### config.mk
export PLATFORM = sky130hd
export DESIGN_NAME = riscv_em_storefmt
export DESIGN_NICKNAME = d
export VERILOG_FILES = /design/src/common/riscv_em_pkg.sv /design/src/mstage/riscv_em_storefmt.sv
export VERILOG_INCLUDE_DIRS = /design/src /design/src/common
export SDC_FILE = /design/constraint.sdc
export NUM_CORES = 1
export LEC_CHECK = 0
export BUFFER_PORTS_ARGS = -buffer_cell sky130_fd_sc_hd__buf_2
export CAP_MARGIN = 10
export CORE_AREA = 2 2 80 82
export DETAILED_ROUTE_END_ITERATION = 10
export DIE_AREA = 0 0 82 84
export SKIP_LAST_GASP = 1
export SLEW_MARGIN = 40
export SYNTH_ARGS = -nofsm -noshare
export SYNTH_HDL_FRONTEND = slang
export SYNTH_SLANG_ARGS = --single-unit
### constraint.sdc
create_clock -name vclk -period 1.3
set_input_delay 0.13 -clock vclk [all_inputs]
set_output_delay 0.13 -clock vclk [all_outputs]
set_load 0.1 [all_outputs]
### src/common/riscv_em_cfg.svh
`ifndef RISCV_EM_CFG_SVH
`define RISCV_EM_CFG_SVH

// ##################################################
// e/m stage configuration
// ##################################################

// data, address and immediate width
`define RISCV_EM_XLEN 64

// data memory size in doublewords
`define RISCV_EM_DMEM_DEPTH 512

`endif

### src/common/riscv_em_pkg.sv
`include "riscv_em_cfg.svh"

package riscv_em_pkg;

    typedef logic [`RISCV_EM_XLEN-1:0] xlen_t;
    typedef logic [4:0]                regaddr_t;
    typedef logic [6:0]                opcode_t;
    typedef logic [31:0]               inst_t;
    typedef logic [15:0]               cinst_t;
    typedef logic [7:0]                strb_t;

    // writeback value select
    typedef enum logic [1:0] {
        rs_alu  = 2'b00,
        rs_load = 2'b01,
        rs_pc4  = 2'b10,
        rs_imm  = 2'b11
    } resultsrc_e;

    // store access size
    typedef enum logic [1:0] {
        st_byte   = 2'b00,
        st_half   = 2'b01,
        st_word   = 2'b10,
        st_double = 2'b11
    } storesrc_e;

    // load kind, same coding as funct3
    typedef enum logic [2:0] {
        mx_lb  = 3'b000,
        mx_lh  = 3'b001,
        mx_lw  = 3'b010,
        mx_ld  = 3'b011,
        mx_lbu = 3'b100,
        mx_lhu = 3'b101,
        mx_lwu = 3'b110
    } memext_e;

    // one doubleword seen as bytes, halves or words
    typedef union packed {
        logic [7:0][7:0]           b;
        logic [3:0][15:0]          h;
        logic [1:0][31:0]          w;
        logic [`RISCV_EM_XLEN-1:0] dw;
    } dword_u;

endpackage

### src/mstage/riscv_em_storefmt.sv
module riscv_em_storefmt
(
    input  riscv_em_pkg::xlen_t     i_riscv_em_addr_m,
    input  riscv_em_pkg::xlen_t     i_riscv_em_storedata_m,
    input  riscv_em_pkg::storesrc_e i_riscv_em_storesrc_m,
    input  logic                   i_riscv_em_memw_m,
    output riscv_em_pkg::dword_u    o_riscv_em_wdata,
    output riscv_em_pkg::strb_t     o_riscv_em_wstrb
);

    import riscv_em_pkg::*;

    strb_t lane_strb;

    // ##################################################
    // lane replication and strobe select
    // ##################################################

    always_comb
    begin
        case (i_riscv_em_storesrc_m)
            st_byte:
            begin
                o_riscv_em_wdata.b = {8{i_riscv_em_storedata_m[7:0]}};
                lane_strb          = 8'h01 << i_riscv_em_addr_m[2:0];
            end
            st_half:
            begin
                // low address bit ignored, half is forced aligned
                o_riscv_em_wdata.h = {4{i_riscv_em_storedata_m[15:0]}};
                lane_strb          = 8'h03 << {i_riscv_em_addr_m[2:1], 1'b0};
            end
            st_word:
            begin
                o_riscv_em_wdata.w = {2{i_riscv_em_storedata_m[31:0]}};
                lane_strb          = 8'h0f << {i_riscv_em_addr_m[2], 2'b00};
            end
            default:
            begin
                o_riscv_em_wdata.dw = i_riscv_em_storedata_m;
                lane_strb           = 8'hff;
            end
        endcase
    end

    // no write unless the m stage holds a store
    assign o_riscv_em_wstrb = i_riscv_em_memw_m ? lane_strb : 8'h00;

endmodule

==> impl_metrics.json, run 1 <==
{
  "status": "finished clean",
  "hp-class": "in -> out",
  "core_area_mm2": 0.00610,
  "synth_area_mm2": 0.00115,
  "p_leak_nw": 1.65,
  "max_freq_mhz": 774,
  "synthToLayoutAreaGrowth_pct": 219,
  "seq_area_frac_synth": 0,
  "syn_nets": 288,
  "rows": 29,
  "critical_path_class": "in -> out",
  "vias": 1812,
  "antenna_found_initial": 0,
  "hold_viol": 0,
  "pre_cts_ws_ns": -0.122,
  "relSlewSlack": 0.672,
  "grt_pass1_vias": 1904,
  "final_nets": 453,
  "track_usage": 0.159,
  "grt_pass1_wl_um": 8910,
  "drtIter0Drc": 37,
  "worstMarginPinSlew_ns": 0.495,
  "gp_congestion": 0.726,
  "io_buffers": 142,
  "min_delay_path_depth": 3,
  "drt_first_pass_iters": 4,
  "rsz0062_at_grt": "true",
  "setup_viol": 0,
  "die_h_um": 84,
  "grt_max_degree": 18,
  "maxSlewViolCount": 0,
  "synthDistinctLibCells": 20,
  "syn_area_per_cell_um2": 7.30,
  "start_util": 0.188,
  "synth_top_area_frac": 0.236,
  "design.seq.count": 0,
  "ys_warn_count": 0,
  "critPathLaunchType": "input port",
  "io_pins": 203,
  "wirelength_um": 5760,
  "worstPathRequired_ns": 1.17,
  "mostFrequentLayoutCells": "84 x buf_2, 62 x buf_12, 33 x a21oi_4",
  "drc": 0,
  "final_common_cell": "buf_2",
  "cap_violations": 0,
  "n_antenna_cell": 0,
  "powerDensity_mw_per_mm2": 810,
  "dieWidth_um": 82,
  "fin_ws_ns": 0.00749,
  "viasPerCell": 4.56,
  "ff_latch_area_um2": 0,
  "overflow": 0,
  "drive_gt1_frac": 0.834,
  "worstPathArrival_ns": 1.16,
  "die-area_mm2": 0.00689,
  "synth_area_leaders": "mux2_2 24%, mux2i_1 21%, a21oi_1 16%, buf_4 5.9%, nor2_1 5.6%",
  "dpl.hpwl_um": 4810,
  "cp_max_fo": 8,
  "postRouteAntennaNets": 0,
  "period_needed_ns": 1.29,
  "n_clock_buffer": 0,
  "hold_ws_ns": 0.658,
  "crit_path_end_kind": "primary output",
  "wl_per_cell_um": 14.5,
  "hold_buffers": 0,
  "finalCritPeriodShare": 0.994,
  "yosysTopAreaCell": "mux2_2",
  "synth_cells": 157,
  "ir_drop_v": 0.000576
}
routing by layer:
layer,global-route usage,wire length [um]
met1,0.177,2080
met4,0.00909,27
met3,0.0335,510
met5,0,0
met2,0.313,3140
power breakdown:
part | internal, W | switching [W] | total [W]
combinational | 0.00105 | 0.00191 | 0.00296
clock | 0 | 0 | 0
sequential | 0 | 0 | 0
cell families (layout without fill, tap and decap cells):
group | after synthesis | after routing | share of synthesized area
AO/OA/AOI/OAI | 48 | 48 | 0.238
buffers and inverters | 29 | 192 | 0.172
multiplexers | 48 | 48 | 0.445
AND/OR/NAND/NOR | 32 | 32 | 0.144
worst max-delay path: stages:
cell	delay (ns)
buf_12	0.11
buf_12	0.13
buf_4	0.15
a211oi_4	0.24
buf_4	0.18
a21oi_4	0.04
buf_12	0.17
area by class of cell:
class | count | area [um2]
fillers | 492 | 2440
inverters | 9 | 33.8
multi-input cells | 128 | 1540
well taps | 77 | 96.3
repair buffers | 183 | 1990
final timing paths:
kind                                       start                   end  slack, ns
worst max-delay path    i_riscv_em_storesrc_m[0]  o_riscv_em_wdata[63]      0.007
worst min-delay path  i_riscv_em_storedata_m[33]  o_riscv_em_wdata[33]       0.66
synthesized netlist by cell type:
library cell and count:
a211oi_1 6, a211oi_2 2, a21o_1 1, a21oi_1 36, buf_2 5, buf_4 9
buf_6 2, buf_8 3, clkbuf_1 1, inv_1 9, mux2_2 24, mux2i_1 24
nand2_1 1, nand2_4 1, nand2b_1 1, nor2_1 17, nor2_4 1, nor2b_1 10
o21ai_0 3, or2_2 1
repair_timing:
item,4_1_cts,5_1_grt
pin swaps,2,5
cloned,1,0
buffers inserted,6,4
endpoints found under the hold margin,0,0
setup endpoints to repair,33,52
resized for setup,27,16
per-stage QoR:
stage	util	power, W	cell area (um2)	std cells	TNS, ns
after floorplan	-	0.00190	1650	157	-3.77
final	0.600	0.00296	3660	397	0
after global placement	0.554	0.00283	3380	386	-1.66
after global routing	0.600	0.00305	3660	397	-0.220
after CTS	0.587	0.00295	3580	393	-0.892
after detailed placement	0.554	0.00286	3380	386	-2.05
Power figures use the tool's default switching activity.
==> run 2, diff against run 1 <==
- ABC_AREA: not set -> 1
- CORE_AREA: 2 2 80 82 -> 2 2 78 80
- DIE_AREA: 0 0 82 84 -> 0 0 80 82
==> impl_metrics.json, run 2 <==
{
  "total_power_w": 0.00304,
  "period_needed_ns": 1.27,
  "synth_area_leaders": "nand2_1 33%, nor2_1 9.6%, nand4_1 9.2%, inv_1 7.2%, buf_6 6.2%",
  "wirelength_um": 6020,
  "final_common_cell": "buf_2",
  "core_area_mm2": 0.00575,
  "synth_area_mm2": 0.00109,
  "cp.depth": 8,
  "n_antenna_cell": 0,
  "n_clock_buffer": 0,
  "synthToLayoutAreaGrowth_pct": 227,
  "cp_top_family": "buffers and inverters",
  "relSlewSlack": 0.549,
  "wl_per_cell_um": 13.3,
  "yosysTopAreaCell": "nand2_1",
  "hold_viol": 0,
  "critPathLaunchType": "input port",
  "io_pins": 203,
  "nFillCells": 489,
  "drtIter0Drc": 66,
  "syn_area_per_cell_um2": 4.79,
  "antenna_found_initial": 0,
  "final_nets": 512,
  "crit_path_top_delay_cell": "buf_12",
  "cap_violations": 0,
  "vias": 2075,
  "ir_drop_v": 0.000517,
  "syn_nets": 359,
  "grt_max_degree": 26,
  "crit_path_frequent_cell": "buf_12",
  "die-area_mm2": 0.00656,
  "finalCritPeriodShare": 0.978,
  "critical_path_class": "in -> out",
  "ff_latch_area_um2": 0,
  "drt_first_pass_iters": 4,
  "endpoint": "o_riscv_em_wdata[28]",
  "ys_top_cells_by_count": "95 x nand2_1, 28 x nor2_1, 21 x inv_1",
  "synth.most_common_cell": "nand2_1",
  "seq_area_frac_synth": 0,
  "gp_congestion": 0.796,
  "dpl.hpwl_um": 5070,
  "worstMarginPinSlew_ns": 0.676,
  "max_stage_delay_ns": 0.22,
  "start_util": 0.190,
  "viasPerCell": 4.57,
  "max_freq_mhz": 787,
  "critical_path_buf_inv_count": 5,
  "crit_start": "i_riscv_em_storesrc_m[0]",
  "io_buffers": 142,
  "synth_top_area_frac": 0.327,
  "track_usage": 0.169,
  "setup_viol": 0,
  "die_h_um": 82,
  "design.seq.count": 0,
  "cp_cell_sequence": "buf_8, buf_12, nand2_8, inv_6, clkbuf_16, nand2_1, nand4_1, buf_12",
  "hold_buffers": 0,
  "dieWidth_um": 80,
  "drc": 0,
  "maxSlewViolCount": 0,
  "postRouteAntennaNets": 0,
  "crit_path_end_kind": "primary output",
  "grt_pass1_vias": 2034,
  "worstPathRequired_ns": 1.17,
  "finalInstanceArea_mm2": 0.00357,
  "synth_cells": 228,
  "powerDensity_mw_per_mm2": 852,
  "rows": 28,
  "overflow": 0,
  "cp_max_fo": 12,
  "p_leak_nw": 1.68,
  "hold_ws_ns": 0.645,
  "drive_gt1_frac": 0.639,
  "hp-class": "in -> out",
  "status": "finished clean",
  "grt_pass1_wl_um": 9190,
  "synthDistinctLibCells": 16,
  "ys_warn_count": 0,
  "placed_area_mm2": 0.00339,
  "mostFrequentLayoutCells": "76 x buf_2, 69 x buf_12, 63 x nand2_1",
  "rsz0062_at_grt": "true",
  "worstPathArrival_ns": 1.14
}
[run 2: routing by layer]
| metal | vias up | share of wire | GRT usage |
|---|---|---|---|
| li1 | 1031 | - | - |
| met1 | 937 | 0.38 | 0.199 |
| met4 | 0 | 0.0017 | 0.00508 |
| met3 | 4 | 0.10 | 0.0484 |
| met5 | - | 0 | 0 |
| met2 | 103 | 0.51 | 0.320 |
[run 2: stage by stage]
step	cells	setup TNS (ns)	worst slack (ns)	util
floorplan	228	-14.18	-0.710	-
global placement	448	-2.04	-0.106	0.589
detailed placement	448	-2.76	-0.138	0.589
CTS	448	-0.112	-0.0219	0.598
global route	454	-0.0109	-0.00632	0.622
finish	454	0	0.0288	0.622
[run 2: kinds of logic after synthesis]
logic type,after synthesis,share of synthesized area
buffers and inverters,43,0.222
AO/OA/AOI/OAI,24,0.147
AND/OR/NAND/NOR,161,0.631
[run 2: cell type report]
type / count / area [um2] / share of cell area
Inverter: 24 / 95.1 / 0.0266
Multi-Input combinational cell: 185 / 1360 / 0.381
Tap cell: 75 / 93.8 / 0.0263
Timing Repair Buffer: 170 / 2020 / 0.566
[run 2: worst min path at each step]
stage          slack [ns]                       start              endpoint  cells after the start
3_5_place_dp         0.65  i_riscv_em_storedata_m[34]  o_riscv_em_wdata[34]                      4
5_1_grt              0.67   i_riscv_em_storedata_m[0]   o_riscv_em_wdata[0]                      2
3_3_place_gp         0.64  i_riscv_em_storedata_m[34]  o_riscv_em_wdata[34]                      4
4_1_cts              0.65  i_riscv_em_storedata_m[34]  o_riscv_em_wdata[34]                      4
2_1_floorplan        0.46   i_riscv_em_storedata_m[8]   o_riscv_em_wdata[8]                      2
6_report             0.64  i_riscv_em_storedata_m[34]  o_riscv_em_wdata[34]                      4
[run 2: timing repair]
action	4_1_cts	5_1_grt
pin swaps	17	8
cloned	0	2
setup endpoints to repair	51	35
setup buffers	0	4
resized for setup	13	13
[run 2: power breakdown]
part	internal [W]	switching, W
combinational	0.00104	0.00200
sequential	0	0
clock	0	0
