## src/common/riscv_em_cfg.svh

```systemverilog
`ifndef RISCV_EM_CFG_SVH
`define RISCV_EM_CFG_SVH

// ##################################################
// e/m stage configuration
// ##################################################

// data, address and immediate width
`define RISCV_EM_XLEN 64

// data memory size in doublewords
`define RISCV_EM_DMEM_DEPTH 512

`endif

```

## src/common/riscv_em_pkg.sv

```systemverilog
`include "riscv_em_cfg.svh"

package riscv_em_pkg;

    typedef logic [`RISCV_EM_XLEN-1:0] xlen_t;
    typedef logic [4:0]                regaddr_t;
    typedef logic [6:0]                opcode_t;
    typedef logic [31:0]               inst_t;
    typedef logic [15:0]               cinst_t;
    typedef logic [7:0]                strb_t;

    // writeback value select
    typedef enum logic [1:0] {
        rs_alu  = 2'b00,
        rs_load = 2'b01,
        rs_pc4  = 2'b10,
        rs_imm  = 2'b11
    } resultsrc_e;

    // store access size
    typedef enum logic [1:0] {
        st_byte   = 2'b00,
        st_half   = 2'b01,
        st_word   = 2'b10,
        st_double = 2'b11
    } storesrc_e;

    // load kind, same coding as funct3
    typedef enum logic [2:0] {
        mx_lb  = 3'b000,
        mx_lh  = 3'b001,
        mx_lw  = 3'b010,
        mx_ld  = 3'b011,
        mx_lbu = 3'b100,
        mx_lhu = 3'b101,
        mx_lwu = 3'b110
    } memext_e;

    // one doubleword seen as bytes, halves or words
    typedef union packed {
        logic [7:0][7:0]           b;
        logic [3:0][15:0]          h;
        logic [1:0][31:0]          w;
        logic [`RISCV_EM_XLEN-1:0] dw;
    } dword_u;

endpackage

```

## src/mstage/riscv_em_mresult.sv

```systemverilog
`include "riscv_em_cfg.svh"

module riscv_em_mresult
(
    input  riscv_em_pkg::dword_u     i_riscv_em_rdata,
    input  riscv_em_pkg::xlen_t      i_riscv_em_addr_m,
    input  riscv_em_pkg::xlen_t      i_riscv_em_pcplus4_m,
    input  riscv_em_pkg::xlen_t      i_riscv_em_imm_m,
    input  riscv_em_pkg::memext_e    i_riscv_em_memext_m,
    input  riscv_em_pkg::resultsrc_e i_riscv_em_resultsrc_m,
    output riscv_em_pkg::xlen_t      o_riscv_em_wbdata_m
);

    import riscv_em_pkg::*;

    logic [7:0]  byte_lane;
    logic [15:0] half_lane;
    logic [31:0] word_lane;
    xlen_t       load_data;

    // ##################################################
    // lane extraction
    // ##################################################

    assign byte_lane = i_riscv_em_rdata.b[i_riscv_em_addr_m[2:0]];
    assign half_lane = i_riscv_em_rdata.h[i_riscv_em_addr_m[2:1]];
    assign word_lane = i_riscv_em_rdata.w[i_riscv_em_addr_m[2]];

    // sign or zero extension by load kind
    always_comb
    begin
        case (i_riscv_em_memext_m)
            mx_lb:   load_data = {{(`RISCV_EM_XLEN-8){byte_lane[7]}}, byte_lane};
            mx_lh:   load_data = {{(`RISCV_EM_XLEN-16){half_lane[15]}}, half_lane};
            mx_lw:   load_data = {{(`RISCV_EM_XLEN-32){word_lane[31]}}, word_lane};
            mx_ld:   load_data = i_riscv_em_rdata.dw;
            mx_lbu:  load_data = {{(`RISCV_EM_XLEN-8){1'b0}}, byte_lane};
            mx_lhu:  load_data = {{(`RISCV_EM_XLEN-16){1'b0}}, half_lane};
            mx_lwu:  load_data = {{(`RISCV_EM_XLEN-32){1'b0}}, word_lane};
            default: load_data = '0;
        endcase
    end

    // ##################################################
    // writeback select
    // ##################################################

    always_comb
    begin
        case (i_riscv_em_resultsrc_m)
            rs_alu:  o_riscv_em_wbdata_m = i_riscv_em_addr_m;
            rs_load: o_riscv_em_wbdata_m = load_data;
            rs_pc4:  o_riscv_em_wbdata_m = i_riscv_em_pcplus4_m;
            default: o_riscv_em_wbdata_m = i_riscv_em_imm_m;
        endcase
    end

endmodule

```

## config.mk

```make
export PLATFORM = sky130hd
export DESIGN_NAME = riscv_em_mresult
export DESIGN_NICKNAME = d
export VERILOG_FILES = /design/src/common/riscv_em_pkg.sv /design/src/mstage/riscv_em_mresult.sv
export VERILOG_INCLUDE_DIRS = /design/src /design/src/common
export SDC_FILE = /design/constraint.sdc
export NUM_CORES = 1
export LEC_CHECK = 0
export ABC_AREA = 1
export BUFFER_PORTS_ARGS = -buffer_cell sky130_fd_sc_hd__buf_2
export CAP_MARGIN = 20
export CORE_AREA = 2 2 126 128
export DETAILED_ROUTE_END_ITERATION = 10
export DIE_AREA = 0 0 128 130
export SETUP_SLACK_MARGIN = 0.4
export SYNTH_ARGS = -nofsm -noshare
export SYNTH_HDL_FRONTEND = slang
export SYNTH_SLANG_ARGS = --single-unit
```

## constraint.sdc

```tcl
create_clock -name vclk -period 1.58
set_clock_uncertainty 0.05 [all_clocks]
set_input_delay 0.237 -clock vclk [all_inputs]
set_output_delay 0.237 -clock vclk [all_outputs]
set_load 0.05 [all_outputs]
```

==> results.sh, run 1 <==
export IMPL_status="finished, violations left"
export IMPL_violations="negative setup slack"
export IMPL_nFillCells=1573
export IMPL_nets=1449
export IMPL_tightestPinTransition_ns=0.480
export IMPL_synthTopCellsByArea="nand2_1, nand3_1, nor2_1"
export IMPL_fp_dieW_um=128
export IMPL_synth_cell_types=23
export IMPL_relSlewSlack_pct=68.0
export IMPL_ir_worst_vdd_v=0.000252
export IMPL_seq_cell_count=0
export IMPL_vias=7082
export IMPL_final_util_pct=55.6
export IMPL_syn2layout_area_growth_pct=141
export IMPL_clock_buffers=0
export IMPL_synth_seq_area_share_pct=0
export IMPL_drtIter0Drc=487
export IMPL_cp_cell_sequence="buf_12, clkinvlp_4, buf_12, nand3_4, nand2_4, nand2_8, buf_6, clkbuf_16, nand3_2, nand2_2, a21oi_4, buf_6"
export IMPL_arrival_ns=1.65
export IMPL_hold_depth=4
export IMPL_slew_violations=0
export IMPL_setup_ws_ns=-0.357
export IMPL_fin_crit_sh_pct=123
export IMPL_cp_max_fo=8
export IMPL_floorplan_initialDensity_pct=23.1
export IMPL_critPathMaxStageDelay_ns=0.17
export IMPL_antennaDiodeCount=0
export IMPL_hpwl_mm=19.4
export IMPL_grt_usage_pct=26.7
export IMPL_dieArea_um2=16600
export IMPL_grt_overflow_total=0
export IMPL_fin_crit_ns=1.94
export IMPL_grt_pass1_vias=6414
export IMPL_dpl_cell_area_um2=6800
export IMPL_syn_inst=772
export IMPL_antenna_left=0
export IMPL_yosys_area_top_type_share_pct=32.4
export IMPL_io_pins=325
export IMPL_required_ns=1.29
export IMPL_regArea_um2=0
export IMPL_setup_tns_ns=-18.36
export IMPL_finalSetupViolCount=64
export IMPL_netlist_area_um2=3560
export IMPL_core_area_um2=15400
export IMPL_routed_wl_mm=25.2
export IMPL_powerDensity_nw_per_um2=401
export IMPL_rsz0062_at_grt="true"
export IMPL_place_congestion=0.929
export IMPL_worstHoldPathType="in2out"
export IMPL_syn_avg_cell_area_um2=4.61
export IMPL_drtPass1Iterations=6
export IMPL_hold_buffers=0
export IMPL_drive_gt1_share_pct=55.6
export IMPL_power_leakage_nw=4.49
export IMPL_maxCapViolCount=0
export IMPL_layout_common_cells="buf_2, nand2_1, buf_4"
export IMPL_final_hold_viol_count=0
export IMPL_synth_top_area_cell="nand2_1"
export IMPL_routed_via_density=5.14
export IMPL_grt_pass1_wl_mm=35.2
export IMPL_start_kind="input pin"
export IMPL_wl_per_cell_um=18.3
export IMPL_design_power_total_mw=3.44
export IMPL_dieHeight_um=130
export IMPL_cp_end_kind="output port"
export IMPL_rows=46
export IMPL_ys_warn_count=0
export IMPL_syn_num_nets=1033
export IMPL_crit_slowest_cell="buf_6"
export IMPL_final_area_um2=8580
export IMPL_drcViolationCount=0
export IMPL_holdWs_ns=0.788
export IMPL_antenna_found_initial=0
export IMPL_portBuffers=325
export IMPL_grt_start_max_net_pins=42
export IMPL_worstSetupPathType="in2out"
export IMPL_clock_fmax_mhz=516
export IMPL_final_common_cell="buf_2"
final cells by class:
cell class	count	area (um^2)	area share [%]
inverter	56	245	2.86
multi-input combinational	657	4250	49.5
timing repair buffer	473	3850	44.8
tap	192	240	2.80
worst max-delay path, delay by kind of cell:
kind / cells / cell delay [ns]
buffers and inverters: 6 / 0.84
AOI/OAI and AO/OA: 1 / 0.15
and+or+nand+nor: 5 / 0.40
Yosys cell counts (all sizes together):
cell type,n
a221oi,33
a21oi,47
a22oi,3
nand3,86
nand4,31
nor2,82
buf,28
clkbuf,31
o211ai,12
inv,56
nand2,309
or2,1
o22ai,12
o21ai,41
logic make-up after synthesis:
group / after synthesis / synth area share [%]
AOI/OAI and AO/OA: 148 / 26.1
buffers and inverters: 115 / 14.2
and+or+nand+nor: 509 / 59.7
power by group:
| part | switching [mW] | total, mW | internal [mW] | leakage [nW] |
|---|---|---|---|---|
| combinational | 1.96 | 3.44 | 1.49 | 4.49 |
| clock | 0 | 0 | 0 | 0 |
| sequential | 0 | 0 | 0 | 0 |
| total | 1.96 | 3.44 | 1.49 | 4.49 |
through the flow:
step	instances	setup slack (ns)
floorplan	772	-0.143
global placement	1350	-0.467
detailed placement	1350	-0.493
CTS	1369	-0.317
global route	1378	-0.396
finish	1378	-0.357
final timing paths:
kind	startpoint	endpoint	slack [ns]
min	i_riscv_em_addr_m[30]	o_riscv_em_wbdata_m[30]	0.79
max	i_riscv_em_addr_m[2]	o_riscv_em_wbdata_m[58]	-0.36
timing repair:
action,in CTS,in global routing
buffers inserted,13,3
gates resized for setup,261,109
gates cloned,6,6
pin swaps,32,41
setup endpoints to repair,64,64
layer usage:
layer / track usage (%) / up-vias / share of wire (%) / wire (um)
met3: 1.93 / 21 / 6.4 / 1620
li1: - / 3446 / - / -
met4: 3.23 / 0 / 1.3 / 315
met2: 52.0 / 366 / 53 / 13300
met5: 0 / - / 0 / 0
met1: 33.0 / 3249 / 39 / 9940
No activity file was read; power rests on OpenSTA's default activity.
==> run 2: changes to the inputs <==
--- a/constraint.sdc
+++ b/constraint.sdc
@@ -4,2 +4,2 @@
 set_output_delay 0.237 -clock vclk [all_outputs]
-set_load 0.05 [all_outputs]
+set_load 0.02 [all_outputs]
==> results.sh, run 2 (synthesized netlist as in run 1, its figures left out) <==
export IMPL_status="finished, violations left"
export IMPL_violations="negative setup slack"
export IMPL_io_pins=325
export IMPL_routed_wl_mm=23.5
export IMPL_relSlewSlack_pct=65.5
export IMPL_cp_cell_sequence="buf_12, buf_8, nand2_4, nand3_2, nand3_2, nand2_4, nand2_8, buf_12, buf_8, nand3_2, nand2_1, nand4_1, buf_4"
export IMPL_grt_met1_usage_pct=35.3
export IMPL_layout_common_cells="buf_2, nand2_1, buf_4"
export IMPL_final_util_pct=53.4
export IMPL_wl_per_cell_um=17.1
export IMPL_setup_ws_ns=-0.269
export IMPL_floorplan_initialDensity_pct=23.1
export IMPL_clock_buffers=0
export IMPL_switching_power_mw=1.48
export IMPL_maxCapViolCount=0
export IMPL_grt_pass1_wl_mm=35.2
export IMPL_met3_usage_pct=2.87
export IMPL_critPathMaxStageDelay_ns=0.16
export IMPL_place_congestion=0.936
export IMPL_p_int_mw=1.39
export IMPL_drtIter0Drc=466
export IMPL_cp_max_fo=8
export IMPL_rows=46
export IMPL_ir_worst_vdd_v=0.000218
export IMPL_nFillCells=1604
export IMPL_cp_end_kind="output port"
export IMPL_combPwrFrac_pct=100.0
export IMPL_regArea_um2=0
export IMPL_syn2layout_area_growth_pct=132
export IMPL_grt_overflow_total=0
export IMPL_seqPwrFrac_pct=0
export IMPL_fin_crit_ns=1.85
export IMPL_worstSetupPathType="in2out"
export IMPL_nets=1442
export IMPL_hpwl_mm=18.3
export IMPL_tightestPinTransition_ns=0.518
export IMPL_setup_tns_ns=-12.60
export IMPL_grt_pass1_vias=6694
export IMPL_path_common_cell="nand3_2"
export IMPL_hp_start="i_riscv_em_imm_m[16]"
export IMPL_dieHeight_um=130
export IMPL_design_power_total_mw=2.86
export IMPL_powerDensity_nw_per_um2=347
export IMPL_required_ns=1.29
export IMPL_final_common_cell="buf_2"
export IMPL_drcViolationCount=0
export IMPL_rsz0062_at_grt="true"
export IMPL_slew_violations=0
export IMPL_dpl_cell_area_um2=6830
export IMPL_dieArea_um2=16600
export IMPL_drive_gt1_share_pct=56.8
export IMPL_routed_via_density=5.17
export IMPL_p_sw_share_pct=51.6
export IMPL_portBuffers=325
export IMPL_power_leakage_nw=4.32
export IMPL_crit_slowest_cell="buf_4"
export IMPL_worstHoldPathType="in2out"
export IMPL_final_hold_viol_count=0
export IMPL_clock_fmax_mhz=541
export IMPL_antenna_left=0
export IMPL_arrival_ns=1.56
export IMPL_hold_buffers=0
export IMPL_start_kind="input pin"
export IMPL_fp_dieW_um=128
export IMPL_grt_usage_pct=26.2
export IMPL_power_frac_clock_pct=0
export IMPL_seq_cell_count=0
export IMPL_grt_start_max_net_pins=38
export IMPL_core_area_um2=15400
export IMPL_grt_use_met2_pct=46.0
export IMPL_fin_crit_sh_pct=117
export IMPL_vias=7099
export IMPL_worstSetupStartpoint="i_riscv_em_addr_m[1]"
export IMPL_antenna_found_initial=2
export IMPL_drtPass1Iterations=5
export IMPL_final_area_um2=8240
export IMPL_top_usage_layer="met2"
export IMPL_finalSetupViolCount=64
## run 2: worst max-delay path: cells and delay by family
| family | cells | cell delay (ns) |
|---|---|---|
| and+or+nand+nor | 8 | 0.64 |
| buffers and inverters | 5 | 0.67 |
## run 2: final timing paths
kind	to	depth (start not counted)
setup / recovery	o_riscv_em_wbdata_m[17]	13
hold / removal	o_riscv_em_wbdata_m[16]	4
## run 2: area by class of cell
type	instances	area [um^2]	share of cell area (%)
antenna	3	7.51	0.0911
inverter	56	264	3.20
multi-input combinational	657	4190	50.9
tap	192	240	2.91
timing repair buffer	466	3540	42.9
## run 2: metal layers
| metal | part of all wire, % | vias to the layer above |
|---|---|---|
| met4 | 2.1 | 0 |
| met2 | 49 | 323 |
| met1 | 42 | 3301 |
| li1 | - | 3438 |
| met5 | 0 | - |
| met3 | 6.9 | 37 |
## run 2: stage by stage
stage / std cells / hold slack, ns / worst slack (ns)
final: 1374 / 0.745 / -0.269
after global routing: 1373 / 0.765 / -0.342
after CTS: 1363 / 0.739 / -0.231
after detailed placement: 1344 / 0.762 / -0.459
after global placement: 1344 / 0.757 / -0.435
after floorplan: 772 / 0.640 / 0.0827
## run 2: timing repair
action / 4_1_cts / 5_1_grt
resized for setup: 230 / 74
buffers inserted: 14 / 5
pin swaps: 44 / 30
setup endpoints to repair: 64 / 64
cloned: 5 / 3
## run 2: power groups by stage
stage | clock, mW | combinational, mW | sequential (mW)
after floorplan | 0 | 1.25 | 0
after global placement | 0 | 2.29 | 0
after detailed placement | 0 | 2.29 | 0
after CTS | 0 | 2.71 | 0
after global routing | 0.000000169 | 3.06 | 0
final | 0.000000254 | 2.86 | 0
