**config.mk**
```make
export PLATFORM = sky130hd
export DESIGN_NAME = riscv_em_ppreg
export DESIGN_NICKNAME = d
export VERILOG_FILES = /design/src/common/riscv_em_pkg.sv /design/src/hdl/riscv_em_ppreg.sv
export VERILOG_INCLUDE_DIRS = /design/src /design/src/common
export SDC_FILE = /design/constraint.sdc
export NUM_CORES = 1
export LEC_CHECK = 0
export BUFFER_PORTS_ARGS = -buffer_cell sky130_fd_sc_hd__buf_2
export CAP_MARGIN = 15
export CORE_AREA = 2 2 257 259
export DETAILED_ROUTE_END_ITERATION = 10
export DIE_AREA = 0 0 259 261
export GPL_ROUTABILITY_DRIVEN = 1
export GPL_TIMING_DRIVEN = 0
export PLACE_DENSITY = 0.46
export SLEW_MARGIN = 30
export SYNTH_ARGS = -nofsm -noshare
export SYNTH_HDL_FRONTEND = slang
export SYNTH_SLANG_ARGS = --single-unit
```
**constraint.sdc**
```tcl
create_clock -name i_riscv_em_clk -period 9.4 [get_ports i_riscv_em_clk]
set_input_delay 0 -clock i_riscv_em_clk [delete_from_list [all_inputs] [get_ports i_riscv_em_clk]]
set_output_delay 0 -clock i_riscv_em_clk [all_outputs]
set_load 0.03 [all_outputs]
```
**src/common/riscv_em_cfg.svh**
```systemverilog
`ifndef RISCV_EM_CFG_SVH
`define RISCV_EM_CFG_SVH

// ##################################################
// e/m stage configuration
// ##################################################

// data, address and immediate width
`define RISCV_EM_XLEN 64

// data memory size in doublewords
`define RISCV_EM_DMEM_DEPTH 512

`endif

```
**src/common/riscv_em_pkg.sv**
```systemverilog
`include "riscv_em_cfg.svh"

package riscv_em_pkg;

    typedef logic [`RISCV_EM_XLEN-1:0] xlen_t;
    typedef logic [4:0]                regaddr_t;
    typedef logic [6:0]                opcode_t;
    typedef logic [31:0]               inst_t;
    typedef logic [15:0]               cinst_t;
    typedef logic [7:0]                strb_t;

    // writeback value select
    typedef enum logic [1:0] {
        rs_alu  = 2'b00,
        rs_load = 2'b01,
        rs_pc4  = 2'b10,
        rs_imm  = 2'b11
    } resultsrc_e;

    // store access size
    typedef enum logic [1:0] {
        st_byte   = 2'b00,
        st_half   = 2'b01,
        st_word   = 2'b10,
        st_double = 2'b11
    } storesrc_e;

    // load kind, same coding as funct3
    typedef enum logic [2:0] {
        mx_lb  = 3'b000,
        mx_lh  = 3'b001,
        mx_lw  = 3'b010,
        mx_ld  = 3'b011,
        mx_lbu = 3'b100,
        mx_lhu = 3'b101,
        mx_lwu = 3'b110
    } memext_e;

    // one doubleword seen as bytes, halves or words
    typedef union packed {
        logic [7:0][7:0]           b;
        logic [3:0][15:0]          h;
        logic [1:0][31:0]          w;
        logic [`RISCV_EM_XLEN-1:0] dw;
    } dword_u;

endpackage

```
**src/hdl/riscv_em_ppreg.sv**
```systemverilog
module riscv_em_ppreg
(
    input  logic                    i_riscv_em_clk,
    input  logic                    i_riscv_em_rst,
    input  logic                    i_riscv_em_stall,
    input  logic                    i_riscv_em_memw_e,
    input  logic                    i_riscv_em_regw_e,
    input  riscv_em_pkg::resultsrc_e i_riscv_em_resultsrc_e,
    input  riscv_em_pkg::storesrc_e  i_riscv_em_storesrc_e,
    input  riscv_em_pkg::memext_e    i_riscv_em_memext_e,
    input  riscv_em_pkg::xlen_t      i_riscv_em_pcplus4_e,
    input  riscv_em_pkg::xlen_t      i_riscv_em_result_e,
    input  riscv_em_pkg::xlen_t      i_riscv_em_storedata_e,
    input  riscv_em_pkg::xlen_t      i_riscv_em_imm_e,
    input  riscv_em_pkg::regaddr_t   i_riscv_em_rdaddr_e,
    input  riscv_em_pkg::opcode_t    i_riscv_em_opcode_e,
    input  riscv_em_pkg::inst_t      i_riscv_em_inst_e,
    input  riscv_em_pkg::cinst_t     i_riscv_em_cinst_e,
    output logic                    o_riscv_em_memw_m,
    output logic                    o_riscv_em_regw_m,
    output riscv_em_pkg::resultsrc_e o_riscv_em_resultsrc_m,
    output riscv_em_pkg::storesrc_e  o_riscv_em_storesrc_m,
    output riscv_em_pkg::memext_e    o_riscv_em_memext_m,
    output riscv_em_pkg::xlen_t      o_riscv_em_pcplus4_m,
    output riscv_em_pkg::xlen_t      o_riscv_em_result_m,
    output riscv_em_pkg::xlen_t      o_riscv_em_storedata_m,
    output riscv_em_pkg::xlen_t      o_riscv_em_imm_m,
    output riscv_em_pkg::regaddr_t   o_riscv_em_rdaddr_m,
    output riscv_em_pkg::opcode_t    o_riscv_em_opcode_m,
    output riscv_em_pkg::inst_t      o_riscv_em_inst_m,
    output riscv_em_pkg::cinst_t     o_riscv_em_cinst_m
);

    import riscv_em_pkg::*;

    // ##################################################
    // execute to memory register
    // ##################################################

    always_ff @(posedge i_riscv_em_clk or posedge i_riscv_em_rst)
    begin
        if (i_riscv_em_rst)
        begin
            o_riscv_em_memw_m      <= 1'b0;
            o_riscv_em_regw_m      <= 1'b0;
            o_riscv_em_resultsrc_m <= rs_alu;
            o_riscv_em_storesrc_m  <= st_byte;
            o_riscv_em_memext_m    <= mx_lb;
            o_riscv_em_pcplus4_m   <= '0;
            o_riscv_em_result_m    <= '0;
            o_riscv_em_storedata_m <= '0;
            o_riscv_em_imm_m       <= '0;
            o_riscv_em_rdaddr_m    <= '0;
            o_riscv_em_opcode_m    <= '0;
            o_riscv_em_inst_m      <= '0;
            o_riscv_em_cinst_m     <= '0;
        end
        else if (!i_riscv_em_stall)
        begin
            // control levels
            o_riscv_em_memw_m      <= i_riscv_em_memw_e;
            o_riscv_em_regw_m      <= i_riscv_em_regw_e;
            o_riscv_em_resultsrc_m <= i_riscv_em_resultsrc_e;
            o_riscv_em_storesrc_m  <= i_riscv_em_storesrc_e;
            o_riscv_em_memext_m    <= i_riscv_em_memext_e;

            // data path
            o_riscv_em_pcplus4_m   <= i_riscv_em_pcplus4_e;
            o_riscv_em_result_m    <= i_riscv_em_result_e;
            o_riscv_em_storedata_m <= i_riscv_em_storedata_e;
            o_riscv_em_imm_m       <= i_riscv_em_imm_e;
            o_riscv_em_rdaddr_m    <= i_riscv_em_rdaddr_e;

            // passed on for hazard and trace logic
            o_riscv_em_opcode_m    <= i_riscv_em_opcode_e;
            o_riscv_em_inst_m      <= i_riscv_em_inst_e;
            o_riscv_em_cinst_m     <= i_riscv_em_cinst_e;
        end
    end

endmodule

```
==> impl_results.md, run 1 <==
* Final wirelength at 41.0 mm
* Status: completed
* Post-layout min period at 1.38 ns
* Leak Pwr at 9.99 nW
* # setup viols final at 0
* Warnings from Yosys at 0
* Post-CTS setup buffer count at 0
* Fin nets at 2035
* Switching pwr at 1.17 mW
* Yosys cell types at 7
* DR DRC count at 0
* TritonCTS clock tree: built
* Vias per cell at 3.73
* Die width at 259 um
* Max_cap viols at 0
* Clock power share at 38.5%
* Num ports at 653
* Most frequent CP cell: buf_16
* Longest Clk Path Bufs at 3
* Clk slew on worst S/H paths at 0.06 ns
* Max VDD drop at 0.112 mV
* Die ar. at 0.0676 mm^2
* Total GRT Usage at 11.4%
* Pwr Density at 191 mW/mm^2
* Synth Register Bits at approximately 330
* Post-Syn Area at approximately 0.012 mm^2
* Worst EP required at 10.06 ns
* Final hold violations at 0
* Seq/Total Area, Yosys at roughly two thirds
* R2R setup slack at 8.59 ns
* Die Y-Extent at 261 um
* Slew headroom at between 60% and 70%
* CTS Hold Buffers Added at about 330
* Initial antenna violation count at 1
* Portion of total power attributed to sequential cells at between 30% and 40%
* Fmax at 724 MHz
* Worst-Margin Slew at 0.550 ns
* CP Capture Type: asynchronous set/reset pin
* TritonRoute pass-1 iters at 4
* Worst setup SP type: input pin
* H-Tree Level Count at 2
* CP arrival at 2.04 ns
* Internal power at 2.89 mW
* Skew final at 0 ns
* Number of global-route vias before repair at ~11k
* Vias at 9690
* Pins over their slew limit at 0
* Area growth syn-to-layout at 73.7%
* WS Path Type: in -> async
* Clock latency at the later pin of the worst-skew pair at 0.53 ns
* Syn_area_per_cell at 17.8 um^2
* DRT antenna net count at 0
* HP Class: in -> reg
* First-pass GRT wire length at around 61 mm
* Port-buffer cells at 651
* Fin crit share at 14.7%
* CTS sink count at 325
* Final GP Congestion at 0.770
* Syn Nets at 1015
* Util after Layout at ~33%
* Post-CTS Resized at 0
* Gate power share at 21.8%
* Worst Path Max Fanout at 85
* CORE AREA at 0.0650 mm^2
* Crit path largest cell delay at 0.54 ns
* CTS Root Cell: clkbuf_16
* Post-detail-place hpwl at 30.0 mm
* Fill count at ~6.5k
* Starting Density at 18.8%
* Grt ovf at 0
* Cts bufs inserted at 38
* Rows at 94
* DRT iter0 DRCs at 275
* CP cell instances: dlygate4sd3_1, buf_2, inv_8, buf_16, buf_16
* DR WL/cell at 15.8 um
* Critical path's slowest cell: dlygate4sd3_1
* RSZ-0062 raised after global routing: false
* Sw Ratio at 28.9%
* Layout cells sized above 1 at 61.9%
* Largest net degree at the start of global routing at 86
* Post-Synthesis Cells at 687
* Overall power at 4.06 mW
-- cells by family after synthesis --
kind of cell	count (synthesis)	synth area share [%]
buffers and inverters	37	2.99
multiplexers	325	30.5
flip-flops	325	66.5
-- path summary, 6_finish.rpt --
check / startpoint / to / cells past startpoint
max: i_riscv_em_rst / o_riscv_em_storedata_m[17]$_DFFE_PP0N_ / 5
min: i_riscv_em_stall / o_riscv_em_storedata_m[28]$_DFFE_PP0N_ / 3
max reg2reg: o_riscv_em_result_m[13]$_DFFE_PP0N_ / o_riscv_em_result_m[13]$_DFFE_PP0N_ / 1
min reg2reg: o_riscv_em_inst_m[14]$_DFFE_PP0N_ / o_riscv_em_inst_m[14]$_DFFE_PP0N_ / 1
max in group i_riscv_em_clk: o_riscv_em_result_m[13]$_DFFE_PP0N_ / o_riscv_em_result_m[13] / 1
min in group asynchronous: i_riscv_em_rst / o_riscv_em_storedata_m[41]$_DFFE_PP0N_ / 3
-- layout make-up --
class                           count  area, um^2  share of cell area (%)
Tap cell                          864        1080                    5.09
Multi-Input combinational cell    325        3730                    17.6
Clock inverter                      8         140                   0.659
Inverter                            1        11.3                  0.0530
Buffer                             36         362                    1.70
Clock buffer                       58        1180                    5.55
Antenna cell                        2        5.00                  0.0236
Sequential cell                   325        8130                    38.3
Timing Repair Buffer              980        6600                    31.1
-- flip-flops by register name, indices dropped and copies added, names as in the netlist --
register / count
o_riscv_em_imm_m: 64
o_riscv_em_pcplus4_m: 64
o_riscv_em_result_m: 64
o_riscv_em_storedata_m: 64
o_riscv_em_inst_m: 32
o_riscv_em_cinst_m: 16
o_riscv_em_opcode_m: 7
o_riscv_em_rdaddr_m: 5
o_riscv_em_memext_m: 3
o_riscv_em_resultsrc_m: 2
o_riscv_em_storesrc_m: 2
o_riscv_em_memw_m: 1
o_riscv_em_regw_m: 1
-- metrics by stage --
step                      hold WS, ns  std cells  cell area, um^2  worst slack [ns]  setup TNS (ns)
after floorplan                 0.132        687            12200             0.402               0
after global placement          0.223       2202            16600             -3.67        -1174.81
after detailed placement        0.106       2205            16700              7.96               0
after CTS                      0.0304       2597            21200              7.99               0
after global routing           0.0363       2598            21200              7.81               0
final                          0.0644       2599            21300              8.02               0
-- power by group through the flow --
stage / Combinational (mW) / Sequential [mW] / Clock, mW
after floorplan: 0.203 / 1.91 / 0
after global placement: 0.776 / 1.63 / 0
after detailed placement: 0.785 / 1.63 / 0
after CTS: 0.897 / 1.61 / 1.62
after global routing: 0.936 / 1.63 / 1.68
final: 0.886 / 1.61 / 1.56
-- Yosys cell counts, drive strengths merged --
library cell,instances,area share [%]
buf,36,3.0
dfrtp,325,66
inv,1,0.031
mux2,325,31
-- layer usage --
metal	part of all wire (%)	up-vias	GRT usage [%]
li1	-	4455	-
met1	38	4808	12.8
met2	52	355	20.7
met3	6.1	72	2.87
met4	3.4	0	4.67
met5	0	-	0
-- layout by cell type (no fill, tap or decap) --
cell type,n
clkbuf_16,41
buf_16,3
buf_2,658
diode_2,2
dlygate4sd3_1,326
buf_6,29
clkbuf_1,8
dfrtp_1,325
mux2_4,20
bufinv_16,4
mux2_1,1
clkinv_2,4
inv_8,1
clkbuf_8,9
mux2_2,304
-- worst max-delay path: cells and delay by family --
family | cells | cell delay (ns)
buffers and inverters | 5 | 1.82
No activity file was read; power rests on OpenSTA's default activity.
==> inputs of run 2 (changes only) <==
==> constraint.sdc (replaced) <==
create_clock -name i_riscv_em_clk -period 1.21 [get_ports i_riscv_em_clk]
set_input_delay 0 -clock i_riscv_em_clk [delete_from_list [all_inputs] [get_ports i_riscv_em_clk]]
set_output_delay 0 -clock i_riscv_em_clk [all_outputs]
set_load 0.03 [all_outputs]
==> impl_results.md, run 2 (same netlist as run 1, synthesis figures left out) <==
* Status: finished, violations left
* Failing checks: negative hold slack
* DRT iter0 DRCs at 255 (-7.3%)
* CORE AREA at 0.0650 mm^2 (unchanged)
* WS Path Type: reg -> out
* Skew final at 0 ns (unchanged)
* Worst setup SP type: flip-flop
* RSZ-0062 raised after global routing: false
* Max VDD drop at 0.950 mV (+750%)
* Layout cells sized above 1 at 62.1% (+0.21 points)
* Vias per cell at 3.71 (-0.45%)
* Num ports at 653 (unchanged)
* RR Endpoint: o_riscv_em_pcplus4_m[19]$_DFFE_PP0N_
* Number of global-route vias before repair at 10.7k (-1.0%)
* Final hold violations at 89 (+89)
* Vias at 9695 (+0.052%)
* Critical path's slowest cell: dfrtp_1
* Final GP Congestion at 0.790 (+2.7%)
* Diode count at 0 (-2)
* Largest net degree at the start of global routing at 32 (-63%)
* Most common cell after layout, fill and taps aside: buf_2
* Fin nets at 2047 (+0.59%)
* Util after Layout at 33.0% (+0.34 points)
* CTS sink count at 325 (unchanged)
* Longest Clk Path Bufs at 3 (unchanged)
* Worst Path Max Fanout at 2 (-98%)
* Commonest cells after routing, fill and taps aside: 647 x buf_2, 325 x dlygate4sd3_1, 324 x dfrtp_1
* Port-buffer cells at 651 (unchanged)
* Starting Density at 18.8% (unchanged)
* Worst EP required at 1.21 ns (-8.85 ns)
* Clock latency at the later pin of the worst-skew pair at 0.54 ns (about the same)
* Slew headroom at 76.1% (+13 points)
* Die width at 259 um (unchanged)
* Hold Slack at -0.571 ns (-0.636 ns)
* Family with the most delay on the worst path: flip-flops
* Pwr Density at 1450 mW/mm^2 (+660%)
* CTS Hold Buffers Added at 328 (+0.61%)
* DRT antenna net count at 0 (unchanged)
* Leak Pwr at 10.1 nW (+0.94%)
* Grt ovf at 0 (unchanged)
* CP Capture Type: primary output
* HP Class: in -> async
* DR DRC count at 0 (unchanged)
* DR WL/cell at 15.8 um (+0.25%)
* CTS Root Cell: clkbuf_16
* Worst-Margin Slew at 0.357 ns (-0.193 ns)
* TritonRoute pass-1 iters at 4 (unchanged)
* Fin crit share at ~97%
* Total GRT Usage at 11.7% (+0.29 points)
* Rows at 94 (unchanged)
* Cts bufs inserted at 39 (+2.6%)
* Crit path largest cell delay at 0.39 ns (-0.15 ns)
* Reg-to-Reg Start: o_riscv_em_pcplus4_m[19]$_DFFE_PP0N_
* Area growth syn-to-layout at 75.5%
* Initial antenna violation count at 5 (+4)
* Critical path buffer and inverter count at 1 (-4)
* H-Tree Level Count at 2 (unchanged)
* R2R setup slack at 0.36 ns (-8.23 ns)
* Post-layout min period at 1.17 ns
* # setup viols final at 0 (unchanged)
* Die ar. at 0.0676 mm^2 (unchanged)
* Clk slew on worst S/H paths at 0.06 ns (about the same)
* Path depth of the worst reg2reg path at 1 (unchanged)
* Fmax at 856 MHz
* Max_cap viols at 0 (unchanged)
* First-pass GRT wire length at 62.0 mm (+2.0%)
* Pins over their slew limit at 0 (unchanged)
* Post-detail-place hpwl at 31.5 mm (+5.2%)
* TritonCTS clock tree: built
* CP arrival at 1.17 ns (-0.87 ns)
* Die Y-Extent at 261 um (unchanged)
* Final wirelength at 41.3 mm (+0.75%)
* CP cell instances: buf_2
* Fill count at 6476 (-0.062%)
run 2: cell type report:
class	instances	area, um^2	share of cell area, %
Clock buffer	64	1210	5.64
Clock inverter	6	70.1	0.326
Timing Repair Buffer	991	6870	32.0
Buffer	36	362	1.68
Sequential cell	325	8130	37.9
Inverter	1	7.51	0.0350
Tap cell	864	1080	5.03
Multi-Input combinational cell	325	3730	17.4
run 2: layer usage:
metal / track usage, % / wire (um) / vias up / part of all wire (%)
li1: - / - / 4485 / -
met4: 4.27 / 1290 / 4 / 3.1
met2: 20.6 / 21100 / 354 / 51
met5: 0 / 30 / - / 0.073
met3: 3.05 / 2600 / 77 / 6.3
met1: 13.8 / 16200 / 4775 / 39
run 2: how the worst max path moves through the flow:
stage / start / end / slack, ns / cells after the start
final: o_riscv_em_result_m[16]$_DFFE_PP0N_ / o_riscv_em_result_m[16] / 0.04 / 1
after global routing: o_riscv_em_result_m[16]$_DFFE_PP0N_ / o_riscv_em_result_m[16] / 0.003 / 1
after CTS: i_riscv_em_rst / o_riscv_em_result_m[26]$_DFFE_PP0N_ / 0.001 / 5
after detailed placement: i_riscv_em_rst / o_riscv_em_imm_m[25]$_DFFE_PP0N_ / -0.38 / 8
after global placement: i_riscv_em_rst / o_riscv_em_imm_m[57]$_DFFE_PP0N_ / -5.27 / 2
after floorplan: i_riscv_em_rst / o_riscv_em_cinst_m[0]$_DFFE_PP0N_ / -3.13 / 1
run 2: where the power goes:
part	switching (mW)	leakage (nW)	internal, mW	total (mW)
registers	0.548	3.80	12.0	12.5
clock network	4.57	0.631	7.03	11.6
logic	4.00	5.66	3.01	7.01
total	9.12	10.1	22.0	31.1
run 2: what timing repair did:
action | CTS | global route
resized for setup | 10 | 4
setup endpoints to repair | 8 | 21
endpoints found under the hold margin | 414 | 89
setup buffers | 0 | 0
run 2: per-stage QoR:
stage                     setup WS (ns)  cell area, um^2  setup TNS [ns]  cells  total power, mW
after floorplan                   -3.13            12200        -1016.19    687             16.5
after global placement            -5.27            16600        -1697.14   2202             18.7
after detailed placement         -0.382            16900          -16.03   2215             18.9
after CTS                       0.00149            21500               0   2613             31.7
after global routing            0.00300            21500               0   2612             32.7
final                            0.0419            21500               0   2612             31.1
